$ cat src/design/corePkg.sv
package corePkg;

	////////////////////////////////////////////////////////////
	// Widths with a meaning
	////////////////////////////////////////////////////////////

	// Data word and raw instruction
	typedef logic [31:0] word_t;
	typedef logic [31:0] instr_t;

	// Register index, 32 registers
	typedef logic [4:0] regAddr_t;

	// Credit and occupancy counters, holds 0..4
	typedef logic [2:0] creditCnt_t;

	////////////////////////////////////////////////////////////
	// Sizes
	////////////////////////////////////////////////////////////

	// Queue slots, also the sender's credits after reset
	localparam int queueDepth = 4;

	// Output credits held by decode after reset
	localparam int outCreditMax = 4;

	// Queue pointer, wraps naturally at queueDepth
	typedef logic [$clog2(queueDepth)-1:0] queuePtr_t;

	////////////////////////////////////////////////////////////
	// Encodings
	////////////////////////////////////////////////////////////

	// Opcode field, bits 31:26
	localparam logic [5:0] opRType = 6'h00;
	localparam logic [5:0] opAddi = 6'h08;
	localparam logic [5:0] opOri = 6'h0d;
	localparam logic [5:0] opLui = 6'h0f;

	// Function field of R-type, bits 5:0
	localparam logic [5:0] fnAdd = 6'h20;
	localparam logic [5:0] fnSub = 6'h22;
	localparam logic [5:0] fnAnd = 6'h24;
	localparam logic [5:0] fnOr = 6'h25;
	localparam logic [5:0] fnXor = 6'h26;
	localparam logic [5:0] fnSlt = 6'h2a;

	// ALU operations after decode
	typedef enum logic [2:0] {
		aluAdd,
		aluSub,
		aluAnd,
		aluOr,
		aluXor,
		aluSlt,
		aluLui,
		aluNone
	} aluOp_t;

endpackage
$ cat src/design/issueBus.sv
`timescale 1ns/1ps

// Decoded instruction plus its operands, decode to execute
interface issueBus;

	// Stage valid
	logic valid;

	// Decoded operation and its flags
	corePkg::aluOp_t op;
	logic write;
	logic useImm;

	// Source and destination registers
	corePkg::regAddr_t rs;
	corePkg::regAddr_t rt;
	corePkg::regAddr_t dest;

	// Immediate, already extended
	corePkg::word_t imm;

	// Operand values, driven straight from the register file
	corePkg::word_t rsVal;
	corePkg::word_t rtVal;

	// Decode side
	modport producer (output valid, op, write, useImm, rs, rt, dest, imm);

	// Execute side, sees everything
	modport consumer (input valid, op, write, useImm, rs, rt, dest, imm, rsVal, rtVal);

endinterface

$ cat src/design/coreTop.sv
`timescale 1ns/1ps

module coreTop (
	input logic clk,
	input logic reset,
	// Instruction stream in
	input logic instrValid,
	input corePkg::instr_t instr,
	output logic instrCredit,
	// Write-back stream out
	output logic wbValid,
	output logic wbWrite,
	output corePkg::regAddr_t wbAddr,
	output corePkg::word_t wbData,
	input logic wbCredit
);

	////////////////////////////////////////////////////////////
	// Internal links
	////////////////////////////////////////////////////////////

	// Queue head to decode
	logic headValid;
	corePkg::instr_t headInstr;
	logic pop;

	// Register read addresses
	corePkg::regAddr_t rdAddr1;
	corePkg::regAddr_t rdAddr2;

	// Execute to write-back
	logic resValid;
	logic resWrite;
	corePkg::regAddr_t resDest;
	corePkg::word_t result;

	// Decode to execute
	issueBus iss ();

	////////////////////////////////////////////////////////////
	// Pipeline
	////////////////////////////////////////////////////////////

	instrQueue uQueue (
		.clk(clk),
		.reset(reset),
		.instrValid(instrValid),
		.instr(instr),
		.pop(pop),
		.headValid(headValid),
		.headInstr(headInstr),
		.instrCredit(instrCredit)
	);

	decodeStage uDecode (
		.clk(clk),
		.reset(reset),
		.headValid(headValid),
		.headInstr(headInstr),
		.wbCredit(wbCredit),
		.pop(pop),
		.rdAddr1(rdAddr1),
		.rdAddr2(rdAddr2),
		.iss(iss.producer)
	);

	// Read data lands on the bus alongside the issued instruction
	registerFile uRegs (
		.clk(clk),
		.reset(reset),
		.rdAddr1(rdAddr1),
		.rdAddr2(rdAddr2),
		.wrEn(wbWrite),
		.wrAddr(wbAddr),
		.wrData(wbData),
		.rdData1(iss.rsVal),
		.rdData2(iss.rtVal)
	);

	executeStage uExecute (
		.iss(iss.consumer),
		.wbValid(wbValid),
		.wbWrite(wbWrite),
		.wbAddr(wbAddr),
		.wbData(wbData),
		.resValid(resValid),
		.resWrite(resWrite),
		.resDest(resDest),
		.result(result)
	);

	writebackStage uWriteback (
		.clk(clk),
		.reset(reset),
		.resValid(resValid),
		.resWrite(resWrite),
		.resDest(resDest),
		.result(result),
		.wbValid(wbValid),
		.wbWrite(wbWrite),
		.wbAddr(wbAddr),
		.wbData(wbData)
	);

endmodule

$ cat src/design/writebackStage.sv
`timescale 1ns/1ps

module writebackStage (
	input logic clk,
	input logic reset,
	input logic resValid,
	input logic resWrite,
	input corePkg::regAddr_t resDest,
	input corePkg::word_t result,
	output logic wbValid,
	output logic wbWrite,
	output corePkg::regAddr_t wbAddr,
	output corePkg::word_t wbData
);

	// Control, write only with a valid record
	always_ff @(posedge clk)
	begin
		if (reset)
		begin
			wbValid <= 1'b0;
			wbWrite <= 1'b0;
		end
		else
		begin
			wbValid <= resValid;
			wbWrite <= resValid && resWrite;
		end
	end

	// Record payload
	always_ff @(posedge clk)
	begin
		wbAddr <= resDest;
		wbData <= result;
	end

endmodule

$ cat src/design/executeStage.sv
`timescale 1ns/1ps

module executeStage (
	issueBus.consumer iss,
	input logic wbValid,
	input logic wbWrite,
	input corePkg::regAddr_t wbAddr,
	input corePkg::word_t wbData,
	output logic resValid,
	output logic resWrite,
	output corePkg::regAddr_t resDest,
	output corePkg::word_t result
);

	// Write-back result usable this cycle
	logic wbLive;

	// Forward hits per operand
	logic fwdRs;
	logic fwdRt;

	// ALU inputs
	corePkg::word_t opA;
	corePkg::word_t rtFwd;
	corePkg::word_t opB;

	////////////////////////////////////////////////////////////
	// Operand forwarding
	////////////////////////////////////////////////////////////

	assign wbLive = wbValid && wbWrite;

	// r0 is never forwarded
	assign fwdRs = wbLive && (wbAddr == iss.rs) && (iss.rs != '0);
	assign fwdRt = wbLive && (wbAddr == iss.rt) && (iss.rt != '0);

	assign opA = fwdRs ? wbData : iss.rsVal;
	assign rtFwd = fwdRt ? wbData : iss.rtVal;

	// I-type takes the extended immediate
	assign opB = iss.useImm ? iss.imm : rtFwd;

	////////////////////////////////////////////////////////////
	// ALU
	////////////////////////////////////////////////////////////

	always_comb
	begin
		case (iss.op)
			corePkg::aluAdd: result = opA + opB;
			corePkg::aluSub: result = opA - opB;
			corePkg::aluAnd: result = opA & opB;
			corePkg::aluOr: result = opA | opB;
			corePkg::aluXor: result = opA ^ opB;
			// Signed compare
			corePkg::aluSlt: result = {31'b0, $signed(opA) < $signed(opB)};
			// Immediate already shifted in decode
			corePkg::aluLui: result = opB;
			default: result = '0;
		endcase
	end

	// Control passes through with the result
	assign resValid = iss.valid;
	assign resWrite = iss.write;
	assign resDest = iss.dest;

endmodule

$ cat src/design/decodeStage.sv
`timescale 1ns/1ps

module decodeStage (
	input logic clk,
	input logic reset,
	input logic headValid,
	input corePkg::instr_t headInstr,
	input logic wbCredit,
	output logic pop,
	output corePkg::regAddr_t rdAddr1,
	output corePkg::regAddr_t rdAddr2,
	issueBus.producer iss
);

	// Output credits in hand
	corePkg::creditCnt_t outCredits;

	// Instruction fields
	logic [5:0] opcode;
	logic [5:0] funct;
	logic [15:0] imm16;

	// Decoded, before the stage register
	corePkg::aluOp_t decOp;
	corePkg::regAddr_t decDest;
	corePkg::word_t decImm;
	logic decUseImm;

	assign opcode = headInstr[31:26];
	assign funct = headInstr[5:0];
	assign imm16 = headInstr[15:0];

	// Issue only with a record slot downstream
	assign pop = headValid && (outCredits != '0);

	// Read addresses straight from the head, data lands with the issue
	assign rdAddr1 = headInstr[25:21];
	assign rdAddr2 = headInstr[20:16];

	////////////////////////////////////////////////////////////
	// Output credit counter
	////////////////////////////////////////////////////////////

	always_ff @(posedge clk)
	begin
		if (reset)
		begin
			outCredits <= corePkg::creditCnt_t'(corePkg::outCreditMax);
		end
		else
		begin
			case ({pop, wbCredit})
				2'b10: outCredits <= outCredits - 1'b1;
				2'b01: outCredits <= outCredits + 1'b1;
				default: outCredits <= outCredits;
			endcase
		end
	end

	////////////////////////////////////////////////////////////
	// Instruction decode
	////////////////////////////////////////////////////////////

	always_comb
	begin
		// Unknown encodings fall through to none
		decOp = corePkg::aluNone;
		decDest = headInstr[20:16];
		decImm = {{16{imm16[15]}}, imm16};
		decUseImm = 1'b1;
		case (opcode)
			corePkg::opRType:
			begin
				decDest = headInstr[15:11];
				decUseImm = 1'b0;
				case (funct)
					corePkg::fnAdd: decOp = corePkg::aluAdd;
					corePkg::fnSub: decOp = corePkg::aluSub;
					corePkg::fnAnd: decOp = corePkg::aluAnd;
					corePkg::fnOr: decOp = corePkg::aluOr;
					corePkg::fnXor: decOp = corePkg::aluXor;
					corePkg::fnSlt: decOp = corePkg::aluSlt;
					default: decOp = corePkg::aluNone;
				endcase
			end
			corePkg::opAddi: decOp = corePkg::aluAdd;
			corePkg::opOri:
			begin
				// Zero extended for the logical op
				decOp = corePkg::aluOr;
				decImm = {16'h0000, imm16};
			end
			corePkg::opLui:
			begin
				// Upper half prepared here, execute just passes it
				decOp = corePkg::aluLui;
				decImm = {imm16, 16'h0000};
			end
			default: decOp = corePkg::aluNone;
		endcase
	end

	////////////////////////////////////////////////////////////
	// Stage register onto the issue bus
	////////////////////////////////////////////////////////////

	always_ff @(posedge clk)
	begin
		if (reset)
		begin
			iss.valid <= 1'b0;
		end
		else
		begin
			iss.valid <= pop;
		end
	end

	// Payload, qualified by valid
	always_ff @(posedge clk)
	begin
		iss.op <= decOp;
		iss.write <= (decOp != corePkg::aluNone);
		iss.useImm <= decUseImm;
		iss.rs <= headInstr[25:21];
		iss.rt <= headInstr[20:16];
		iss.dest <= decDest;
		iss.imm <= decImm;
	end

endmodule

$ cat src/design/registerFile.sv
`timescale 1ns/1ps

module registerFile (
	input logic clk,
	input logic reset,
	input corePkg::regAddr_t rdAddr1,
	input corePkg::regAddr_t rdAddr2,
	input logic wrEn,
	input corePkg::regAddr_t wrAddr,
	input corePkg::word_t wrData,
	output corePkg::word_t rdData1,
	output corePkg::word_t rdData2
);

	// 32 x 32 storage
	corePkg::word_t regs [32];

	// Same-cycle write to a read register
	logic bypass1;
	logic bypass2;

	// Register 0 never bypasses
	assign bypass1 = wrEn && (wrAddr == rdAddr1) && (rdAddr1 != '0);
	assign bypass2 = wrEn && (wrAddr == rdAddr2) && (rdAddr2 != '0);

	always_ff @(posedge clk)
	begin
		if (reset)
		begin
			// Architectural state starts at zero
			for (int i = 0; i < 32; i++)
			begin
				regs[i] <= '0;
			end
			rdData1 <= '0;
			rdData2 <= '0;
		end
		else
		begin
			// Writes to r0 dropped
			if (wrEn && (wrAddr != '0))
			begin
				regs[wrAddr] <= wrData;
			end
			// Registered reads, write data passed through on a match
			rdData1 <= bypass1 ? wrData : regs[rdAddr1];
			rdData2 <= bypass2 ? wrData : regs[rdAddr2];
		end
	end

endmodule

$ cat src/design/instrQueue.sv
`timescale 1ns/1ps

module instrQueue (
	input logic clk,
	input logic reset,
	input logic instrValid,
	input corePkg::instr_t instr,
	input logic pop,
	output logic headValid,
	output corePkg::instr_t headInstr,
	output logic instrCredit
);

	// Storage, no reset on the payload
	corePkg::instr_t entries [corePkg::queueDepth];

	// Pointers and fill level
	corePkg::queuePtr_t wrPtr;
	corePkg::queuePtr_t rdPtr;
	corePkg::creditCnt_t count;

	// Accepted write this cycle
	logic push;

	// Sender spends credits, so a full queue should never see a push
	assign push = instrValid && (count != corePkg::creditCnt_t'(corePkg::queueDepth));

	// Head of the queue
	assign headValid = (count != '0);
	assign headInstr = entries[rdPtr];

	////////////////////////////////////////////////////////////
	// Payload write
	////////////////////////////////////////////////////////////

	always_ff @(posedge clk)
	begin
		if (push)
		begin
			entries[wrPtr] <= instr;
		end
	end

	////////////////////////////////////////////////////////////
	// Pointers, count and credit return
	////////////////////////////////////////////////////////////

	always_ff @(posedge clk)
	begin
		if (reset)
		begin
			wrPtr <= '0;
			rdPtr <= '0;
			count <= '0;
			instrCredit <= 1'b0;
		end
		else
		begin
			if (push)
			begin
				wrPtr <= wrPtr + 1'b1;
			end
			if (pop)
			begin
				rdPtr <= rdPtr + 1'b1;
			end
			// Both at once leaves the count alone
			case ({push, pop})
				2'b10: count <= count + 1'b1;
				2'b01: count <= count - 1'b1;
				default: count <= count;
			endcase
			// One freed slot, one credit, a cycle later
			instrCredit <= pop;
		end
	end

endmodule

$ cat config.mk
export PLATFORM = sky130hd
export DESIGN_NAME = coreTop
export DESIGN_NICKNAME = d
export VERILOG_FILES = /design/src/design/corePkg.sv /design/src/design/issueBus.sv /design/src/design/coreTop.sv /design/src/design/writebackStage.sv /design/src/design/executeStage.sv /design/src/design/decodeStage.sv /design/src/design/registerFile.sv /design/src/design/instrQueue.sv
export SDC_FILE = /design/constraint.sdc
export NUM_CORES = 2
export LEC_CHECK = 0
export ABC_CLOCK_PERIOD_IN_PS = 9700
export BUFFER_PORTS_ARGS = -buffer_cell sky130_fd_sc_hd__buf_4
export CAP_MARGIN = 20
export CORE_MARGIN = 10
export CORE_UTILIZATION = 60
export CTS_CLUSTER_DIAMETER = 40
export DETAILED_ROUTE_END_ITERATION = 16
export PLACE_DENSITY = 0.87
export SYNTH_ARGS = -nofsm -noshare
export SYNTH_HDL_FRONTEND = slang
export SYNTH_SLANG_ARGS = --single-unit
$ cat constraint.sdc
create_clock -name clk -period 9.7 [get_ports clk]
set_input_delay 1.94 -clock clk [delete_from_list [all_inputs] [get_ports clk]]
set_output_delay 1.94 -clock clk [all_outputs]
set_load 0.1 [all_outputs]
==> Yosys cells after proc, flatten, opt, wreduce, memory -nomap -nowiden <==
Memories as Yosys holds them, arrays and structs flattened. A register that Yosys moved wholly into a read port is not among the register bits.
Index checks and enable logic that the tools add are counted.
{ "classes": {"addsub": 8, "eq_ne": 23, "reduce_logical": 19, "bitwise_logic": 3, "muxes": 23, "order_cmp": 1} }
{ "ops": {"columns": ["cell", "n"], "rows": [
  ["32-bit one-hot mux with 7 select lines", 1],
  ["32-bit two-way mux", 4],
  ["32-bit one-hot mux with 2 select lines", 1],
  ["6-bit == test (second input constant)", 6],
  ["32-bit adder", 1],
  ["32-bit bitwise AND", 1],
  ["32-bit less-than comparator", 1],
  ["32-bit OR", 1],
  ["32-bit OR reduction", 1],
  ["32-bit subtractor", 1],
  ["32-bit XOR", 1],
  ["6-bit by 4-bit == test with 1-bit output (second input constant)", 3],
  ["3-bit one-hot mux with 6 select lines", 1],
  ["5-bit nonzero test", 3],
  ["3-bit one-hot mux with 2 select lines", 2],
  ["3-bit one-hot mux with 4 select lines", 1],
  ["5-bit == test", 2],
  ["5-bit two-way mux", 2],
  ["3-bit == test (second input constant)", 3],
  ["1-bit logical AND", 9],
  ["1-bit two-way mux", 9],
  ["3-bit by 1-bit adder with 3-bit output (second input constant)", 2],
  ["3-bit by 2-bit == test with 1-bit output (second input constant)", 2],
  ["6-bit zero test", 1],
  ["other kinds (10)", 18]
]} }
{ "word_totals": {"ff_bits": 102, "ram_bits": 1152, "memories": 2, "out_inout_bits": 40} }
{ "mem_list": {"columns": ["memory", "depth", "width", "read_ports", "rd_clocked_by_memory_dff", "write_ports", "line", "text"], "rows": [
  ["uRegs.regs", 32, 32, 2, 2, 32, "registerFile.sv:16", "corePkg::word_t regs [32];"],
  ["uQueue.entries", 4, 32, 1, 1, 1, "instrQueue.sv:15", "corePkg::instr_t entries [corePkg::queueDepth];"]
]} }

==> Depth between registers and ports, before layout <==
{ "logic_depth": {"ltp_word": 7, "mapped_depth": 21, "depth_no_buf": 18} }

==> Modules after synthesis <==
From an unflattened synthesis, not the netlist that was laid out.
{ "unflattened": {"cells_unflattened": 5749, "hier_area_um2": 72887.4} }
{ "modules_own_cells": {"columns": ["module", "cells_each", "area_each_um2", "instances", "seq_area_each_um2"], "rows": [
  ["registerFile", 4308, 58082.0, 1, 32030.7],
  ["executeStage", 1036, 7071.8, 1, 0.0],
  ["instrQueue", 215, 5133.7, 1, 4043.9],
  ["decodeStage", 149, 1804.2, 1, 1121.1],
  ["writebackStage", 41, 795.8, 1, 780.7]
]} }

==> Least setup slack after synthesis <==
OpenSTA, ideal clock, no wires.
{ "synth_timing": {"path_kind": "register to register", "startpoint": "register uWriteback.wbAddr[1]", "endpoint": "register uWriteback.wbData[31]", "slack_ps": 4148, "arrival_time_ps": 5423, "n_path_buf": 4, "stages_incl_launch_ff": 22, "setup_ps": 129, "required_time_ps": 9571, "synth_period_minus_slack_ps": 5552, "cell_sequence": "dfxtp_1 -> clkbuf_1 -> or2_0 -> o21ai_0 -> nand3_1 -> buf_2 -> buf_2 -> mux2i_1 -> nor2_1 -> a21oi_1 -> inv_1 -> ha_1 -> buf_2 -> or3_4 -> or4b_4 -> a2111oi_4 -> o311ai_1 -> nand3b_1 -> a2bb2oi_2 -> a221o_2 -> mux2i_1 -> nand3_1"} }
{ "synth_via": {"elab_chain_cells": 7} }
{ "synth_lines": {"columns": ["element", "line", "text"], "rows": [
  ["from (decl)", "writebackStage.sv:12", "output corePkg::regAddr_t wbAddr,"],
  ["from (signal assigned)", "writebackStage.sv:34", "wbAddr <= resDest;"],
  ["5-bit == test", "executeStage.sv:35", "assign fwdRt = wbLive && (wbAddr == iss.rt) && (iss.rt != '0);"],
  ["1-bit logical AND (2 in series)", "executeStage.sv:35", null],
  ["32-bit two-way mux", "executeStage.sv:38", "assign rtFwd = fwdRt ? wbData : iss.rtVal;"],
  ["32-bit two-way mux", "executeStage.sv:41", "assign opB = iss.useImm ? iss.imm : rtFwd;"],
  ["32-bit subtractor, or another cell as far along", "executeStage.sv:51", "corePkg::aluSub: result = opA - opB;"],
  ["32-bit one-hot mux with 7 select lines (*)", "executeStage.sv:49", "case (iss.op)"],
  ["net result[31]", "coreTop.sv:35", "corePkg::word_t result;"],
  ["to (signal assigned)", "writebackStage.sv:35", "wbData <= result;"],
  ["to (decl)", "writebackStage.sv:13", "output corePkg::word_t wbData"]
]} }
Mark *: on every way through the listed nets, which the timed path passes. The rest lies on a longest branch.
A chain may end at the register's enable or synchronous reset.

==> Final worst setup path <==
{ "layout_timing": {"startpoint": "register uWriteback.wbAddr[2]", "endpoint": "register uWriteback.wbData[29]"} }
Same word-level chain as after synthesis.

==> summary.txt <==
vias in the first global route - 47400
Critical Path Start Type - flip-flop
Initial Utilization - 60.5%
endpoints failing setup - 0
Yosys top cell area share - 49.2%
maximum level of the CTS H-tree - 4
overall via count from detail_route - 46800
sequential area share after synthesis - 54.0%
worst-path cell with the longest stage delay - o311ai_1
Yosys reg bits - 1320
drt initial violations - 7875
most frequent cells after synthesis - edfxtp_1 (1152), and2_1 (1012), mux4_2 (670)
gr usage total - 32.4%
core area - 116000 µm²
Port Buffers - 75
DRC viols - 0
area leader, netlist - edfxtp_1
Clk Latency, worst-skew pair - 0.82 ns
max_slew headroom - 23.6%
Power Total - 23.2 mW
Post-CTS Setup Bufs - 0
crit path cell chain - nor4_1 -> o21ai_0 -> nand3_2 -> buf_4 -> mux2i_1 -> o21ai_0 -> inv_1 -> ha_1 -> o311ai_1 -> a2111oi_4 -> o311ai_1 -> nand3b_1 -> a2bb2oi_2 -> a221o_2 -> a221oi_1 -> o21ai_1
Top FF cell, synth - edfxtp_1
Pwr per Cell Area - 300 nW/µm²
RSZ-0062 raised after global routing - false
Worst-Margin Slew - 1.14 ns
Synth cell types - 78
Slew Viols, Final - 0
Final ANT Viol Nets - 0
Clock transition at path regs - 0.06 ns
CTS tree - built
Setup Crit Path Kind - reg -> reg
Arr. time, crit path - 6.47 ns
final WL - 215000 µm
die area - 131000 µm²
post-DR wirelength/cell - 33.7 µm
dpl cells - 6101
Root Buffer - clkbuf_16
DR vias/cell - 7.31
Antenna diodes - 0
Ports - 76
Worst Skew - 0.0305 ns
leak pwr - 28.5 nW
clock buffer depth - 3
DR pass1 iterations - 6
Die Span Y - 362 µm
fin nets - 4888
Cells after Synth - 4799
grt peak-use layer - met2
Num CTS Buffers - 157
M3 GR Usage - 11.2%
Rows - 125
dpl ws - 4.17 ns
mapped cell area - 70300 µm²
EDFF count, synth - 1152
met1 global-route usage - 39.1%
area delta synth->final - 10.2%
CTS hold repair buffers - 0
GR Util met2 - 50.5%
Sum Neg Setup Slack - 0 ns
data required time of the critical path - 10.37 ns
Tcrit/Tclk final - 59.7%
Worst Setup End Kind - flip-flop
FMAX - 0.173 GHz
most area-consuming cells after synthesis - edfxtp_1 (49%), mux4_2 (21%), and2_1 (9.0%)
GRT overflow - 0
CP peak stage delay - 0.77 ns
post-CTS sizing - 0
share of layout cells above drive strength 1 - 25.7%
critical-path maximum fanout - 32
number of antenna violations at the first check in global routing - 9
final cell count without fillers - 6396
min-delay worst type - reg -> reg
dpl hpwl - 126000 µm
Max IR drop VDD - 0.266 mV
Mean Syn Cell Area - 14.7 µm²
setup ws final - 3.91 ns
synth warn - 0
final hold viol count - 0
first-pass GRT wire length - 313000 µm
status - complete, no violations
clk sinks - 1320
top-count cell post-synth - edfxtp_1
largest net degree at the start of global routing - 109
gpl congestion - 0.954
asr flop ratio synth - 0%
Die Wd - 362 µm
Final min period - 5.79 ns
Final Util - 66.7%
# Max-Cap Violations - 0
# fillers - 7328
-- per-layer routing --
metal  share of wire, %  vias to the layer above
li1                   -                    18200
met1                 32                    23200
met2                 47                     4369
met3                 15                     1051
met4                6.9                       14
met5              0.094                        -
-- placed cells by master, fill, tap and decap left out, types with 16 or more instances in the layout --
cell type	synthesis	final
o21bai_1	17	17
dfxtp_1	168	163
nor2_2	0	31
nor2b_1	19	19
o22ai_1	17	17
xor2_1	16	16
and2_1	1012	1012
a211oi_1	79	79
or2_2	32	32
a21oi_1	107	107
ha_1	107	107
clkbuf_1	340	24
edfxtp_1	1152	1152
nor3_1	34	33
conb_1	1	32
nand2_1	88	88
nor2_1	186	155
nand3_1	26	25
clkbuf_16	0	162
buf_4	24	196
xnor2_1	34	34
o21ai_0	91	91
mux4_2	670	662
a21o_1	25	25
mux2i_1	109	109
inv_6	0	17
clkinv_2	0	20
mux2_2	38	38
inv_1	116	116
-- worst max-delay path, delay by kind of cell (launching register included) --
family	cells	cell delay [ns]
muxes	1	0.15
DFF	1	0.47
adders and majority gates	1	0.26
and+or+nand+nor	3	0.84
buffers and inverters	2	0.70
AOI/OAI and AO/OA	9	3.22
-- logic make-up after synthesis --
family	count (synthesis)	synth area share [%]
other	1	0.00533
XOR/XNOR	50	0.623
multiplexers	817	23.6
buffers and inverters	573	3.36
flip-flops	1320	54.0
AO/OA/AOI/OAI	463	4.38
AND/OR/NAND/NOR	1463	12.0
adder cells (fa/ha/maj)	112	2.03
-- sequential cells by signal, summed over array words and instances (netlist names), named ones only --
register / flops
uQueue.entries: 128
uRegs.regs: 1024
uDecode.iss.rt: 5
uRegs.rdData2: 32
uDecode.iss.useImm: 1
uQueue.count: 3
uDecode.iss.op: 3
uDecode.iss.rs: 5
uWriteback.wbValid: 1
uDecode.outCredits: 3
uQueue.wrPtr: 2
uWriteback.wbData: 32
uWriteback.wbAddr: 5
uDecode.iss.imm: 32
uWriteback.wbWrite: 1
uDecode.iss.write: 1
uRegs.rdData1: 32
uDecode.iss.valid: 1
uQueue.rdPtr: 2
uDecode.iss.dest: 5
-- path summary, 6_finish.rpt --
kind / from / to / slack (ns) / cells after the start
worst max-delay path: uWriteback.wbAddr[2] / uWriteback.wbData[29] / 3.91 / 16
worst min-delay path: uDecode.iss.dest[1] / uWriteback.wbAddr[1] / 0.36 / 0
worst max register to register: uWriteback.wbAddr[2] / uWriteback.wbData[29] / 3.91 / 16
worst min register to register: uDecode.iss.dest[1] / uWriteback.wbAddr[1] / 0.36 / 0
-- report_power, final --
| group | switching [mW] | internal (mW) | total [mW] |
|---|---|---|---|
| clock network | 2.51 | 3.39 | 5.90 |
| logic | 6.13 | 4.19 | 10.3 |
| registers | 0.335 | 6.66 | 6.99 |
| total | 8.98 | 14.2 | 23.2 |
-- metrics by stage --
step	area, µm²	hold WS (ns)
4_1_cts	77300	0.358
5_1_grt	77500	0.363
3_5_place_dp	72200	0.312
2_1_floorplan	70400	0.310
6_report	77500	0.359
3_3_place_gp	72100	0.341
-- area by class of cell --
type	count	area [µm²]	share of cell area, %
Sequential cell	1320	38000	49.0
Multi-Input combinational cell	2937	30200	39.0
Clock buffer	192	4230	5.46
Tap cell	1524	1910	2.46
Timing Repair Buffer	209	1760	2.27
Clock inverter	98	956	1.23
Inverter	116	435	0.562
Power figures use the tool's default switching activity.
